`src/rtl/dcache_defines.svh`:
```
// cache geometry macros: sets, index, offset, words per line, tag and word widths
`ifndef DCACHE_DEFINES_SVH
`define DCACHE_DEFINES_SVH

// two ways of 256 sets, 16-byte lines
`define DCACHE_SETS        256
`define DCACHE_INDEX_BITS  8
`define DCACHE_OFFSET_BITS 4
`define DCACHE_WORDS       4

// physical address bits 31:12
`define DCACHE_TAG_BITS    20
`define DCACHE_WORD_BITS   32

`endif
```
`src/rtl/dcache_pkg.sv`:
```
// dcache_pkg: controller state enum, tag entry, cache line and buffered request types
`include "dcache_defines.svh"

package dcache_pkg;

  typedef enum logic [3:0] {
    st_idle,
    st_lookup,
    st_store,       // hit line written back into its way
    st_miss_clean,
    st_miss_dirty,
    st_writeback,   // waiting for write completion
    st_refill
  } cache_state_t;

  typedef struct packed {
    logic [`DCACHE_TAG_BITS-1:0] tag;
  } tag_entry_t;

  // word 0 sits in the low bits
  typedef logic [`DCACHE_WORDS-1:0][`DCACHE_WORD_BITS-1:0] cache_line_t;

  typedef struct packed {
    logic                            valid;
    logic                            op;      // 0 load, 1 store
    logic [`DCACHE_TAG_BITS-1:0]     tag;
    logic [`DCACHE_INDEX_BITS-1:0]   index;
    logic [`DCACHE_OFFSET_BITS-1:0]  offset;
    logic [`DCACHE_WORD_BITS/8-1:0]  wstrb;
    logic [`DCACHE_WORD_BITS-1:0]    wdata;
  } cache_req_t;

endpackage

```
`src/rtl/dcache_ctrl.sv`:
```
// dcache_ctrl: miss FSM, dirty bits, last-hit bit, array writes, CPU strobes, memory requests
`timescale 1ns/1ps
`include "dcache_defines.svh"

module dcache_ctrl
  import dcache_pkg::*;
(
  input  logic                           clk,
  input  logic                           rst_n,
  input  logic                           cpu_valid,
  input  logic                           req_op,
  input  logic [`DCACHE_INDEX_BITS-1:0]  req_index,
  input  logic [`DCACHE_TAG_BITS-1:0]    req_tag,
  input  logic                           hit0,
  input  logic                           hit1,
  input  logic [`DCACHE_WORD_BITS-1:0]   hit_word,
  input  cache_line_t                    store_line,
  input  logic                           store_way,
  input  tag_entry_t                     tag0_q,
  input  tag_entry_t                     tag1_q,
  input  cache_line_t                    line0_q,
  input  cache_line_t                    line1_q,
  input  logic                           mem_rd_rdy,
  input  logic                           mem_ret_valid,
  input  cache_line_t                    mem_ret_data,
  input  logic                           mem_wr_rdy,
  input  logic                           mem_wr_valid,
  output logic                           accept,
  output logic                           replay,
  output logic                           cpu_data_ok,
  output logic [`DCACHE_WORD_BITS-1:0]   cpu_rdata,
  output logic                           refill_way0_we,
  output logic                           refill_way1_we,
  output logic                           tag_we0,
  output logic                           tag_we1,
  output tag_entry_t                     tag_din,
  output logic                           line_we0,
  output logic                           line_we1,
  output cache_line_t                    line_din,
  output logic                           mem_rd_req,
  output logic [31:0]                    mem_rd_addr,
  output logic                           mem_wr_req,
  output logic [31:0]                    mem_wr_addr,
  output cache_line_t                    mem_wr_data
);

  cache_state_t                 state;
  cache_state_t                 state_nx;
  logic [`DCACHE_SETS-1:0]      dirty0;
  logic [`DCACHE_SETS-1:0]      dirty1;
  logic                         last_hit;   // 1 when way 1 hit last
  logic                         hit;
  logic                         victim;
  logic                         victim_dirty;
  logic [`DCACHE_TAG_BITS-1:0]  victim_tag;
  logic                         refill_fill;
  logic                         store_wr;

  assign hit          = hit0 || hit1;
  assign victim       = ~last_hit;
  assign victim_dirty = victim ? dirty1[req_index] : dirty0[req_index];
  assign victim_tag   = victim ? tag1_q.tag : tag0_q.tag;

  always_comb begin
    state_nx = state;
    case (state)
      st_idle: begin
        if (replay || cpu_valid) begin
          state_nx = st_lookup;
        end
      end
      st_lookup: begin
        if (!hit) begin
          state_nx = victim_dirty ? st_miss_dirty : st_miss_clean;
        end else if (req_op) begin
          state_nx = st_store;
        end else if (!cpu_valid) begin
          state_nx = st_idle;
        end
      end
      st_store:      state_nx = st_idle;
      st_miss_dirty: state_nx = mem_wr_rdy ? st_writeback : st_miss_dirty;
      st_writeback:  state_nx = mem_wr_valid ? st_miss_clean : st_writeback;
      st_miss_clean: state_nx = mem_rd_rdy ? st_refill : st_miss_clean;
      st_refill:     state_nx = mem_ret_valid ? st_idle : st_refill;
      default:       state_nx = st_idle;
    endcase
  end

  always_ff @(posedge clk) begin
    if (!rst_n) begin
      state  <= st_idle;
      replay <= 1'b0;
    end else begin
      state  <= state_nx;
      replay <= refill_fill;  // one idle cycle that reissues the buffered request
    end
  end

  always_ff @(posedge clk) begin
    if (!rst_n) begin
      last_hit <= 1'b0;
    end else if (state == st_lookup && hit) begin
      last_hit <= hit1;
    end
  end

  always_ff @(posedge clk) begin
    if (!rst_n) begin
      dirty0 <= '0;
      dirty1 <= '0;
    end else if (state == st_lookup && hit && req_op) begin
      if (hit1) begin
        dirty1[req_index] <= 1'b1;
      end else begin
        dirty0[req_index] <= 1'b1;
      end
    end else if (state == st_writeback) begin
      if (victim) begin
        dirty1[req_index] <= 1'b0;
      end else begin
        dirty0[req_index] <= 1'b0;
      end
    end
  end

  // array writes
  assign refill_fill    = (state == st_refill) && mem_ret_valid;
  assign store_wr       = (state == st_store);
  assign refill_way0_we = refill_fill && !victim;
  assign refill_way1_we = refill_fill && victim;
  assign tag_we0        = refill_way0_we;
  assign tag_we1        = refill_way1_we;
  assign tag_din        = '{tag: req_tag};
  assign line_we0       = refill_way0_we || (store_wr && !store_way);
  assign line_we1       = refill_way1_we || (store_wr && store_way);
  assign line_din       = store_wr ? store_line : mem_ret_data;

  // load hits keep the pipe open, a store hit closes it for the write
  assign accept      = (state == st_idle && !replay) ||
                       (state == st_lookup && hit && !req_op);
  assign cpu_data_ok = (state == st_lookup) && hit;
  assign cpu_rdata   = hit_word;

  assign mem_rd_req  = (state == st_miss_clean);
  assign mem_rd_addr = {req_tag, req_index, {`DCACHE_OFFSET_BITS{1'b0}}};
  assign mem_wr_req  = (state == st_miss_dirty);
  assign mem_wr_addr = {victim_tag, req_index, {`DCACHE_OFFSET_BITS{1'b0}}};
  assign mem_wr_data = victim ? line1_q : line0_q;

endmodule

```
`config.mk`:
```
export PLATFORM = sky130hd
export DESIGN_NAME = dcache_ctrl
export DESIGN_NICKNAME = d
export VERILOG_FILES = /design/src/rtl/dcache_pkg.sv /design/src/rtl/dcache_ctrl.sv
export VERILOG_INCLUDE_DIRS = /design/src /design/src/rtl
export SDC_FILE = /design/constraint.sdc
export NUM_CORES = 1
export LEC_CHECK = 0
export BUFFER_PORTS_ARGS = -buffer_cell sky130_fd_sc_hd__buf_2
export CORE_AREA = 5 5 388 390
export CTS_BUF_LIST = sky130_fd_sc_hd__clkbuf_8
export CTS_CLUSTER_DIAMETER = 100
export CTS_CLUSTER_SIZE = 30
export DETAILED_ROUTE_END_ITERATION = 8
export DIE_AREA = 0 0 393 395
export PLACE_DENSITY = 0.44
export RECOVER_POWER = 100
export SYNTH_ARGS = -nofsm -noshare
export SYNTH_HDL_FRONTEND = slang
export SYNTH_SLANG_ARGS = --single-unit
```
`constraint.sdc`:
```
create_clock -name clk -period 4.06 [get_ports clk]
set_input_delay 1.015 -clock clk [delete_from_list [all_inputs] [get_ports clk]]
set_output_delay 1.015 -clock clk [all_outputs]
set_load 0.01 [all_outputs]
```
Word level (Yosys, flattened, before mapping). Cells that the tools add are included.

Register bits after elaboration: 518. Latch bits: 0. RAM bits: 0. ROM bits: 0. Input port bits: 623. Output and inout port bits: 383. Logic and storage cells: 76. Memories: 0.

Add/sub/neg operators: 0. Multipliers: 0. Div/mod/pow operators: 0. $lt $le $gt $ge: 2. Eq/ne operators: 11. Shifts and indexed selects: 0. Muxes and demuxes: 28. Bitwise gates (word level): 6. Reductions and logical operators: 24.

Operator list (number): $mux 256 (8); $and 256x256->256 (2); $or 256x256->256 (2); $mux 128 (2); $not 256->256 (1); $pmux 4 s6 (1); $mux 20 (1); $bmux 1 s8 (2); $mux 4 (4); $eq 4x3->1 const B (3); $mux 3 (4); $logic_and 1x1->1 (10); $lt 8x9->1 const B (1); $demux 1 s8 (1); $eq 4x2->1 const B (2); $ge 8x1->1 const B (1); $ne 2x2->1 const B (3); $reduce_and 3->1 (2); $logic_or 1x1->1 (5); $mux 1 (5); $eq 4x1->1 const B (1); $logic_not 4->1 (1); $ne 4x4->1 const B (1); $reduce_bool 2->1 (2); 4 further kinds (6).

Longest topological paths before layout.
Word-level depth: 9. Mapped depth: 13. Gate-level depth less buffers: 8.

Worst setup path before layout. No wires, ideal clock.

Path type: input-to-reg. Start point: input port req_index[1]. End point: register state[2]. Library setup time: 0.117 ns. Data arrival time: 3.168 ns. Required time: 3.943 ns. Slack: 0.775 ns. Stages: 11. Buffers on the path: 5. Cell sequence: buf_6 buf_12 buf_4 buf_2 buf_2 mux4_2 a221oi_1 o2111ai_1 nor4_1 nor2_1 a22o_1.

Word-level cells in the longest chain between the ends: 6. Elaborated cells between the ends (all ways): 8. Those cells by class: 8 x mux.

RTL lines: from (decl) (line dcache_ctrl.sv:12) `` input logic [`DCACHE_INDEX_BITS-1:0] req_index, ``; $bmux 1 s8 (line dcache_ctrl.sv:61) `assign victim_dirty = victim ? dirty1[req_index] : dirty0[req_index];`; $mux 1 (not written as such) (line dcache_ctrl.sv:61); $mux 1 * (line dcache_ctrl.sv:61); $mux 3 * (line dcache_ctrl.sv:74) `state_nx = victim_dirty ? st_miss_dirty : st_miss_clean;`; $mux 4 * (line dcache_ctrl.sv:73) `if (!hit) begin`; $pmux 4 s6 * (line dcache_ctrl.sv:66) `case (state)`; to (signal assigned) (line dcache_ctrl.sv:92) `state <= st_idle;`; to (signal assigned) (line dcache_ctrl.sv:95) `state <= state_nx;`; to (decl) (line dcache_ctrl.sv:47) `cache_state_t state;`.

Every way passes the cells marked *; elsewhere a longest branch is shown, timed or not. The select of a mux whose other input is x is not followed. A chain may end at the register's enable or synchronous reset.

Worst setup path in the final report.
Start point: input port req_index[5]. End point: register state[2].

Same word-level chain as after synthesis.

==> flow_summary.toml <==
[global_route]
first_global_vias = 27600
grt_max_degree = 138
grt_pass1_wl_um = 303000
grt_overflow_total = 0
antenna_found_initial = 175
grt_usage = 0.297

[sta]
max_freq_mhz = 249
finalSetupViolations = 0
slew_headroom = 0.0189
period_needed_ns = 4.01
post-route-period-util = 0.989
maxSlewViolCount = 0
fin_tns_setup_ns = 0
rsz0062_at_grt = "false"
hold_viol = 0
worst-slew-pin-transition_ns = 1.47
finClkSkew_ns = 0.0304

[setup_path]
worstPathMaxFanout = 14
cp-start-kind = "primary input"
arrival_ns = 4.65
path_class = "in -> reg"
crit_required_ns = 4.70
end_kind = "flop"

[synth]
postSynthCellCount = 3290
yosysWarnings = 0
syn_avg_cell_area_um2 = 8.71
synth_edf_count = 0
synth-main-ff-cell = "dfxtp_1"
synth_seq_area_share = 0.361
async_reset_ff_frac = 0
ys_seq_elements = 517
syn-cell-area_mm2 = 0.0287
ys_types = 59

[layout]
layout.cells.most_common = "buf_2"
final_cell_mix = "buf_2, o21ai_0, dfxtp_1"
nFillCells = 16300
layout-drive-gt1-share = 0.313
syn_to_final_growth_pct = 24.9
num-nets-final = 4599
finalNonFillerCells = 6026

[pwr]
pwr_density_cell_mw_per_mm2 = 287
p_leak_nw = 12.7
ir_drop_uv = 224

[clock_network]
cts_tree = "yes"
clockBufferDepth = 3
clock-sinks = 517
ctsHoldBuffers = 0
cts_buffers = 27
htree_levels = 1
clkTransAtPathRegs_ns = 0.17
clk_latency_ns = 0.73
cts_root_buffer = "clkbuf_8"

[routing]
drcViolationCount = 0
drt_first_pass_iters = 7
drtAntennaViolNets = 0
drt_iter0_drc = 3455
vias = 30400
routedWlPerCell_um = 40.1
vias_per_cell = 5.04
drt-total-wl_um = 242000

[floorplanning]
die_w_um = 393
die-area_mm2 = 0.155
die_height_um = 395
initial_core_util = 0.195
ios = 1006
core_area_mm2 = 0.147
rows = 141

[placement]
place_inst = 5877
hpwlAfterDp_um = 199000
port_buffers = 873
gpl.final_weighted_congestion = 1.07

[status]
status = "finished, final reports clean"

[job]
drv_cap = 0

[min_path]
hold_path_class = "reg -> reg"
[final cells by class]
type | count | area (µm²) | share of cell area
multi-input combinational | 2352 | 16200 | 0.454
clock buffer | 28 | 385 | 0.0108
inverter | 5 | 18.8 | 0.000524
timing repair buffer | 1073 | 5880 | 0.164
sequential | 517 | 10400 | 0.289
tap | 1930 | 2410 | 0.0675
clock inverter | 21 | 233 | 0.00650
antenna | 100 | 250 | 0.00699
[where the power goes]
| group | leakage, nW | switching [mW] | internal [mW] |
|---|---|---|---|
| Clock | 0.312 | 1.98 | 0.749 |
| Sequential | 4.16 | 0.0204 | 5.08 |
| Combinational | 8.27 | 1.67 | 0.785 |
| Total | 12.7 | 3.67 | 6.61 |
[worst paths after layout]
path | startpoint | to | slack [ns] | cells past startpoint
setup / recovery | req_index[5] | state[2]$_SDFFE_PN0P_ | 0.05 | 12
hold / removal | flop | flop | 0.49 | 2
setup reg to reg | state[2]$_SDFFE_PN0P_ | flop | 0.40 | 7
hold reg to reg | flop | flop | 0.49 | 2
[worst max-delay path, stage by stage]
cell	delay, ns
clkbuf_1	0.56
clkbuf_1	0.94
nor4_2	0.15
buf_4	0.22
nand2_1	0.14
o32ai_1	0.15
a2111oi_1	0.32
nand3_1	0.15
a211oi_2	0.50
buf_4	0.21
nor2_1	0.04
a22o_1	0.23
[cells in the mapped netlist (all sizes together), types with 14 or more instances]
cell type / count / area share
nand3: 276 / 0.048
buf: 160 / 0.040
nor2b: 14 / 0.0031
a22oi: 32 / 0.0084
a21boi: 256 / 0.067
mux2i: 78 / 0.027
clkbuf: 263 / 0.034
o21ai: 522 / 0.091
a21oi: 269 / 0.047
dfxtp: 517 / 0.36
nand2: 87 / 0.011
mux2: 284 / 0.11
nor2: 333 / 0.044
mux4: 101 / 0.080
[per-layer routing]
metal,track usage,share of wire,vias up
li1,-,-,13200
met1,0.408,0.44,15200
met2,0.475,0.45,1614
met3,0.0604,0.074,344
met4,0.0774,0.037,12
met5,0,0.00034,-
[per-stage QoR]
step / worst slack [ns] / utilization / power, mW / cell area, µm² / hold slack [ns]
floorplan: 0.775 / - / 6.26 / 28700 / 0.443
global placement: -0.112 / 0.240 / 7.72 / 35200 / 0.455
detailed placement: -0.142 / 0.240 / 7.71 / 35200 / 0.463
CTS: 0.0920 / 0.244 / 10.4 / 35800 / 0.485
global route: 0.0523 / 0.243 / 10.6 / 35700 / 0.504
finish: 0.0456 / 0.244 / 10.3 / 35800 / 0.486
[logic make-up (layout without fill, tap and decap cells)]
logic type / count (synthesis) / count (layout) / synth area share
AND/OR/NAND/NOR: 765 / 765 / 0.120
buffers and inverters: 428 / 1127 / 0.0755
flip-flops: 517 / 517 / 0.361
multiplexers: 463 / 463 / 0.219
AO/OA/AOI/OAI: 1116 / 1116 / 0.225
other: 1 / 108 / 0.000131
[what timing repair did]
item / CTS / global route
resized for setup: 0 / 2
buffers inserted: 0 / 0
endpoints found under the setup margin: 0 / 28
No activity file was read; power rests on OpenSTA's default activity.
