[config.mk]
export PLATFORM = sky130hd
export DESIGN_NAME = dcache_lookup
export DESIGN_NICKNAME = d
export VERILOG_FILES = /design/src/rtl/dcache_pkg.sv /design/src/rtl/dcache_lookup.sv
export VERILOG_INCLUDE_DIRS = /design/src /design/src/rtl
export SDC_FILE = /design/constraint.sdc
export NUM_CORES = 1
export LEC_CHECK = 0
export ABC_CLOCK_PERIOD_IN_PS = 12300
export BUFFER_PORTS_ARGS = -buffer_cell sky130_fd_sc_hd__buf_2
export CAP_MARGIN = 20
export CORE_MARGIN = 2
export CORE_UTILIZATION = 29
export CTS_CLUSTER_DIAMETER = 200
export DETAILED_ROUTE_END_ITERATION = 7
export PLACE_DENSITY_LB_ADDON = 0.05
export SLEW_MARGIN = 25
export SYNTH_ARGS = -nofsm -noshare
export SYNTH_HDL_FRONTEND = slang
export SYNTH_SLANG_ARGS = --single-unit
[constraint.sdc]
create_clock -name clk -period 12.3 [get_ports clk]
set_input_delay 1.845 -clock clk [delete_from_list [all_inputs] [get_ports clk]]
set_output_delay 1.845 -clock clk [all_outputs]
set_load 0.05 [all_outputs]
[src/rtl/dcache_defines.svh]
// cache geometry macros: sets, index, offset, words per line, tag and word widths
`ifndef DCACHE_DEFINES_SVH
`define DCACHE_DEFINES_SVH

// two ways of 256 sets, 16-byte lines
`define DCACHE_SETS        256
`define DCACHE_INDEX_BITS  8
`define DCACHE_OFFSET_BITS 4
`define DCACHE_WORDS       4

// physical address bits 31:12
`define DCACHE_TAG_BITS    20
`define DCACHE_WORD_BITS   32

`endif
[src/rtl/dcache_pkg.sv]
// dcache_pkg: controller state enum, tag entry, cache line and buffered request types
`include "dcache_defines.svh"

package dcache_pkg;

  typedef enum logic [3:0] {
    st_idle,
    st_lookup,
    st_store,       // hit line written back into its way
    st_miss_clean,
    st_miss_dirty,
    st_writeback,   // waiting for write completion
    st_refill
  } cache_state_t;

  typedef struct packed {
    logic [`DCACHE_TAG_BITS-1:0] tag;
  } tag_entry_t;

  // word 0 sits in the low bits
  typedef logic [`DCACHE_WORDS-1:0][`DCACHE_WORD_BITS-1:0] cache_line_t;

  typedef struct packed {
    logic                            valid;
    logic                            op;      // 0 load, 1 store
    logic [`DCACHE_TAG_BITS-1:0]     tag;
    logic [`DCACHE_INDEX_BITS-1:0]   index;
    logic [`DCACHE_OFFSET_BITS-1:0]  offset;
    logic [`DCACHE_WORD_BITS/8-1:0]  wstrb;
    logic [`DCACHE_WORD_BITS-1:0]    wdata;
  } cache_req_t;

endpackage

[src/rtl/dcache_lookup.sv]
// dcache_lookup: request register, replay select, array index, valid bits, hit check, store merge
`timescale 1ns/1ps
`include "dcache_defines.svh"

module dcache_lookup
  import dcache_pkg::*;
(
  input  logic                           clk,
  input  logic                           rst_n,
  input  logic                           cpu_valid,
  input  logic                           cpu_op,
  input  logic [31:0]                    cpu_addr,
  input  logic [`DCACHE_WORD_BITS/8-1:0] cpu_wstrb,
  input  logic [`DCACHE_WORD_BITS-1:0]   cpu_wdata,
  input  logic                           accept,
  input  logic                           replay,
  input  logic                           refill_way0_we,
  input  logic                           refill_way1_we,
  input  tag_entry_t                     tag0_q,
  input  tag_entry_t                     tag1_q,
  input  cache_line_t                    line0_q,
  input  cache_line_t                    line1_q,
  output logic [`DCACHE_INDEX_BITS-1:0]  array_index,
  output logic                           array_en,
  output logic                           req_op,
  output logic [`DCACHE_INDEX_BITS-1:0]  req_index,
  output logic [`DCACHE_TAG_BITS-1:0]    req_tag,
  output logic                           hit0,
  output logic                           hit1,
  output logic [`DCACHE_WORD_BITS-1:0]   hit_word,
  output cache_line_t                    store_line,
  output logic                           store_way
);

  localparam int IDX_LSB   = `DCACHE_OFFSET_BITS;
  localparam int TAG_LSB   = `DCACHE_OFFSET_BITS + `DCACHE_INDEX_BITS;
  localparam int WSEL_BITS = $clog2(`DCACHE_WORDS);
  localparam int BYTES     = `DCACHE_WORD_BITS / 8;

  cache_req_t                 cpu_req;
  cache_req_t                 req_q;
  cache_req_t                 live_req;
  logic [`DCACHE_SETS-1:0]    valid0;
  logic [`DCACHE_SETS-1:0]    valid1;
  logic [WSEL_BITS-1:0]       word_sel;
  cache_line_t                hit_line;
  cache_line_t                merged_line;

  assign cpu_req = '{
    valid:  cpu_valid,
    op:     cpu_op,
    tag:    cpu_addr[TAG_LSB +: `DCACHE_TAG_BITS],
    index:  cpu_addr[IDX_LSB +: `DCACHE_INDEX_BITS],
    offset: cpu_addr[`DCACHE_OFFSET_BITS-1:0],
    wstrb:  cpu_wstrb,
    wdata:  cpu_wdata
  };

  // while the controller is busy the arrays keep pointing at the buffered set
  assign live_req    = (replay || !accept) ? req_q : cpu_req;
  assign array_index = live_req.index;
  assign array_en    = live_req.valid;

  always_ff @(posedge clk) begin
    if (!rst_n) begin
      req_q.valid <= 1'b0;
    end else if (accept) begin
      req_q <= cpu_req;
    end
  end

  // one valid bit per set and way
  always_ff @(posedge clk) begin
    if (!rst_n) begin
      valid0 <= '0;
      valid1 <= '0;
    end else begin
      if (refill_way0_we) begin
        valid0[req_q.index] <= 1'b1;
      end
      if (refill_way1_we) begin
        valid1[req_q.index] <= 1'b1;
      end
    end
  end

  assign hit0 = valid0[req_q.index] && (tag0_q.tag == req_q.tag);
  assign hit1 = valid1[req_q.index] && (tag1_q.tag == req_q.tag);

  assign word_sel = req_q.offset[`DCACHE_OFFSET_BITS-1 -: WSEL_BITS];
  assign hit_line = hit1 ? line1_q : line0_q;
  assign hit_word = hit_line[word_sel];

  always_comb begin
    merged_line = hit_line;
    for (int b = 0; b < BYTES; b++) begin
      if (req_q.wstrb[b]) begin
        merged_line[word_sel][b*8 +: 8] = req_q.wdata[b*8 +: 8];
      end
    end
  end

  // merged line waits one cycle for the store write
  always_ff @(posedge clk) begin
    if (req_q.op && (hit0 || hit1)) begin
      store_line <= merged_line;
      store_way  <= hit1;
    end
  end

  assign req_op    = req_q.op;
  assign req_index = req_q.index;
  assign req_tag   = req_q.tag;

endmodule

# Word level (Yosys, flattened, before mapping)
# Cells that the tools add are included.
# Widths: inputs -> output; s select.
dict set report op_classes {
  reduce_logical 9
  n_eq_ne 2
  n_lt_le_gt_ge 4
  n_bitwise 2
  mux 26
}
# operator n
set ops {}
lappend ops {{$mux 128} 5}
lappend ops {{$bwmux 128} 4}
lappend ops {{$or 256x256->256} 2}
lappend ops {{$demux 32 s2} 4}
lappend ops {{$mux 70} 1}
lappend ops {{$bmux 32 s2} 1}
lappend ops {{$mux 32} 2}
lappend ops {{$eq 20x20->1} 2}
lappend ops {{$mux 24} 1}
lappend ops {{$bmux 1 s8} 2}
lappend ops {{$mux 16} 1}
lappend ops {{$lt 8x9->1 const B} 1}
lappend ops {{$demux 1 s8} 1}
lappend ops {{$ge 8x1->1 const B} 1}
lappend ops {{$mux 8} 1}
lappend ops {{$logic_and 1x1->1} 5}
lappend ops {{$lt 2x3->1 const B} 1}
lappend ops {{$mux 1} 3}
lappend ops {{$ge 2x1->1 const B} 1}
lappend ops {{$logic_or 1x1->1} 2}
lappend ops {{$reduce_and 2->1} 1}
lappend ops {{$logic_not 1->1} 1}
dict set report totals {
  inputBits 372
  output_inout_bits 201
  ff_bits 711
}

# Depth between registers and ports, before layout
dict set report logic_depth {
  ltp_word 12
  depth_mapped 14
  depth_no_buf 7
}

# Least setup slack after synthesis
# Ideal clock, no wire load.
dict set report synth_timing {
  path_kind {in2reg}
  from {input tag1_q[7] in the netlist's numbering}
  to {register store_line[0] in the netlist's numbering, enable pin}
  arrival_ns 6.931
  path_slack_ns 4.870
  path_stages 7
  cell_sequence {xnor2_1 -> nand4_1 -> nor3_1 -> nand2_1 -> clkbuf_1 -> nor3_1 -> o21a_1}
}
dict set report synth_between {
  elab_chain_cells 4
}
# element line_no
set synth_lines {}
lappend synth_lines {{start: declaration} dcache_lookup.sv:20} ;# input tag_entry_t tag1_q,
lappend synth_lines {{$eq 20x20->1} dcache_lookup.sv:88} ;# assign hit1 = valid1[req_q.index] && (tag1_q.tag == req_q.tag);
lappend synth_lines {{$logic_and 1x1->1} dcache_lookup.sv:88}
lappend synth_lines {{named net hit1} dcache_lookup.sv:29} ;# output logic hit1,
lappend synth_lines {{$logic_or 1x1->1} dcache_lookup.sv:105} ;# if (req_q.op && (hit0 || hit1)) begin
lappend synth_lines {{$logic_and 1x1->1} dcache_lookup.sv:105}
lappend synth_lines {{end signal: assignment} dcache_lookup.sv:106} ;# store_line <= merged_line;
lappend synth_lines {{end: declaration} dcache_lookup.sv:31} ;# output cache_line_t store_line,
# The timed path passes the listed nets, and every way through them passes these cells.
# A chain may end at the register's enable or synchronous reset.

# Worst setup path after layout
dict set report layout_timing {
  from {register req_q (netlist bit req_index[3])}
  to {output hit_word[29]}
}
dict set report layout_between {
  elab_chain_cells 6
}
# element line_no
set layout_lines {}
lappend layout_lines {{start: declaration} dcache_lookup.sv:41} ;# cache_req_t req_q;
lappend layout_lines {{start signal: assignment} dcache_lookup.sv:68} ;# req_q <= cpu_req;
lappend layout_lines {{$bmux 1 s8} dcache_lookup.sv:88}
lappend layout_lines {{$mux 1 (implied by the code)} dcache_lookup.sv:88}
lappend layout_lines {{$logic_and 1x1->1} dcache_lookup.sv:88}
lappend layout_lines {{$mux 128} dcache_lookup.sv:91} ;# assign hit_line = hit1 ? line1_q : line0_q;
lappend layout_lines {{$bmux 32 s2} dcache_lookup.sv:92} ;# assign hit_word = hit_line[word_sel];
lappend layout_lines {{$mux 32 (implied by the code)} dcache_lookup.sv:92}
lappend layout_lines {{end: declaration} dcache_lookup.sv:30} ;# output logic [`DCACHE_WORD_BITS-1:0] hit_word,
# No other way between the ends. The select of a mux whose other input is x is not followed.

==> results.json <==
{
  "status": "finished, final reports clean",
  "hp-start": "valid0[118]$_SDFFE_PN0P_",
  "grt_first_pass_wirelength_mm": 196,
  "drt_iter0_drc": 1929,
  "final_cell_area_um2": 40800,
  "synth_nets": 3659,
  "pre_cts_slack_ns": 4.82,
  "clock_skew_ns": 0.0259,
  "die_x_um": 346,
  "critPathMostFrequentCell": "buf_4",
  "grt_pass1_vias": 27183,
  "grt_max_degree": 185,
  "leakage_nw": 14.1,
  "finalMaxSlewViolations": 0,
  "cts_buffer_depth": 3,
  "yosys_warnings": 0,
  "reg2regPathDepth": 10,
  "finalHoldViolCount": 0,
  "slew_headroom": 0.236,
  "startpoint_type": "flop",
  "swShare": 0.265,
  "synth_top_area_frac": 0.302,
  "grt_overflow": 0,
  "final_antenna_net_count": 0,
  "ys_async_sr_fraction": 0,
  "critPathSlowestCell": "o41ai_1",
  "r2r_start": "req_index[1]$_DFFE_PP_",
  "syn-cell-area_um2": 34000,
  "synth_seq_cells": 709,
  "root_buffer": "clkbuf_16",
  "avgRoutedWirePerCell_um": 25.8,
  "fin_tns_setup_ns": 0,
  "tightest_slew_ns": 1.13,
  "pwr-share-seq": 0.432,
  "post_cts_buffers": 0,
  "power_switching_mw": 1.50,
  "whs_endpoint": "valid0[118]$_SDFFE_PN0P_",
  "cap_violations": 0,
  "clock_power_share": 0.459,
  "io_pins": 573,
  "fp.coreArea_um2": 116000,
  "max_stage_delay_ns": 1.00,
  "netlist_instances": 3287,
  "max_freq_mhz": 123,
  "place_area_um2": 37800,
  "die_h_um": 346,
  "ctsHoldBuffers": 0,
  "cp.required_ns": 10.45,
  "crit_chain": "buf_4 -> buf_4 -> mux4_2 -> mux2i_1 -> nor2_1 -> o41ai_1 -> o2111a_4 -> or3_2 -> buf_4 -> mux2_2 -> buf_2",
  "dieArea_um2": 120000,
  "cts_resized": 0,
  "yosysTopAreaCell": "dfxtp_1",
  "reg2reg_slack_ns": 6.24,
  "vias_per_cell": 5.25,
  "drive_gt1_frac": 0.281,
  "drc": 0,
  "clock_latency_ns": 0.65,
  "finalWirelength_mm": 135,
  "synth.area.top_cells": "dfxtp_1 (30%), edfxtp_1 (17%), mux4_2 (13%)",
  "initial_core_util": 0.293,
  "synthDistinctLibCells": 52,
  "area_delta_synth_final_pct": 19.9,
  "n_fill_cell": 11869,
  "cp-end-kind": "output port",
  "fin_cells": 5247,
  "whs_path_depth": 1,
  "nets": 4013,
  "hpwl_mm": 88.9,
  "p_per_area_nw_per_um2": 139,
  "vdd_drop_max_v": 0.000118,
  "setup_viol": 0,
  "setup_ws_ns": 4.20,
  "drtPass1Iterations": 5,
  "placed_cells": 5075,
  "r2r_end": "store_line[15]$_DFFE_PP_",
  "path_clk_slew_ns": 0.06,
  "crit_family": "buffers and inverters",
  "min_period_over_period": 0.658,
  "cts_tree": "built",
  "grt_util_all_layers": 0.219,
  "power_frac_comb": 0.109,
  "synth_edf_count": 196,
  "hold_class": "flop to flop",
  "worst_ep_arrival_time_ns": 6.25,
  "rsz0062_at_grt": "no",
  "path_buf_inv": 4,
  "place_congestion": 0.878,
  "avgSynthCellArea_um2": 10.3,
  "final.min_clock_period_ns": 8.10,
  "antenna_found_initial": 35,
  "crit_fanout": 71,
  "p_int_mw": 4.17,
  "cts_max_level": 3,
  "io_buffer_count": 570,
  "yosysSeqAreaShare": 0.475,
  "cts_buffers": 87,
  "crit_type": "flop to output port",
  "rows": 125,
  "via_count": 27549,
  "synth_ff_type": "dfxtp_1",
  "clock_sinks": 709
}
[stage by stage]
step	utilization	hold slack, ns	total power [mW]
global placement	0.325	0.441	3.12
CTS	0.350	0.462	5.76
floorplan	-	0.433	2.89
detailed placement	0.325	0.449	3.12
finish	0.351	0.457	5.67
global route	0.351	0.470	5.89
[flip-flops by register name, indices dropped and copies added, names as in the netlist]
register,cells
req_op,1
req_index,8
valid0,256
valid1,256
store_way,1
store_line,128
req_q,39
req_tag,20
[metal layers]
layer,GRT usage,vias up,wire (um)
met3,0.0486,228,8420
met4,0.0757,40,4440
li1,-,12745,-
met1,0.282,13694,58100
met5,0,-,245
met2,0.361,842,64300
[worst max path at each step]
stage	start	to	depth (start not counted)	slack (ns)
floorplan	tag1_q[7]	store_line[0]$_DFFE_PP_	7	4.87
global placement	req_index[3]$_DFFE_PP_	hit_word[19]	11	4.85
detailed placement	req_index[3]$_DFFE_PP_	hit_word[19]	11	4.82
CTS	req_index[3]$_DFFE_PP_	hit_word[19]	11	4.08
global route	req_index[3]$_DFFE_PP_	hit_word[29]	11	4.02
finish	req_index[3]$_DFFE_PP_	hit_word[29]	11	4.20
[cells in the mapped netlist, types with 45 or more instances]
| master | n |
|---|---|
| mux2_2 | 45 |
| nor2b_1 | 211 |
| nor2_1 | 480 |
| mux4_2 | 196 |
| a31oi_1 | 128 |
| o31ai_1 | 129 |
| dfxtp_1 | 513 |
| edfxtp_1 | 196 |
| nand3_1 | 150 |
| a21oi_1 | 197 |
| clkbuf_1 | 262 |
| o21a_1 | 321 |
| or3_1 | 129 |
| nand2_1 | 66 |
[worst register-to-register path, stage by stage (launching register included)]
cell	delay, ns
edfxtp_1	0.40
buf_12	0.58
mux4_2	0.70
mux2i_1	0.38
o22ai_1	0.15
a211oi_1	0.55
o311a_4	0.85
buf_4	0.87
buf_4	0.92
or3_1	0.23
a31oi_1	0.13
[power groups by stage]
stage	clock network (mW)	logic (mW)	registers (mW)
floorplan	0	0.398	2.49
global placement	0	0.626	2.50
detailed placement	0	0.624	2.50
CTS	2.69	0.626	2.45
global route	2.78	0.661	2.45
finish	2.60	0.619	2.45
[logic make-up after synthesis]
logic type | after synthesis | synth area share
xor gates and xnor gates | 40 | 0.0103
buffers and inverters | 361 | 0.0462
and+or+nand+nor | 1089 | 0.155
DFF | 709 | 0.475
AOI/OAI and AO/OA | 831 | 0.164
muxes | 257 | 0.149
[cell type report]
| type | count | area [um^2] | share of cell area |
|---|---|---|---|
| Clock inverter | 25 | 173 | 0.00424 |
| Clock buffer | 132 | 2720 | 0.0667 |
| Sequential cell | 709 | 16200 | 0.396 |
| Tap cell | 1524 | 1910 | 0.0468 |
| Timing Repair Buffer | 624 | 3320 | 0.0814 |
| Multi-Input combinational cell | 2217 | 16400 | 0.403 |
| Antenna cell | 14 | 35.0 | 0.000860 |
| Inverter | 2 | 7.51 | 0.000184 |
[cells in the final DEF, fill, tap and decap left out, types with 11 or more instances in the layout]
master	Yosys	layout
mux4_2	196	196
a22oi_1	19	19
clkbuf_8	0	22
clkbuf_16	0	94
nand3_1	150	150
nand4_1	11	11
a31oi_1	128	128
xor2_1	12	12
buf_2	36	569
o21a_1	321	320
diode_2	0	14
mux2i_1	16	16
a21oi_1	197	197
clkbuf_1	262	15
xnor2_1	28	28
o31ai_1	129	129
buf_4	35	50
mux2_2	45	45
nand2_1	66	60
nor2_2	0	13
nor2b_1	211	210
clkinv_2	0	18
or3_1	129	128
nor2_1	480	466
edfxtp_1	196	196
dfxtp_1	513	513
No activity file was read; power rests on OpenSTA's default activity.
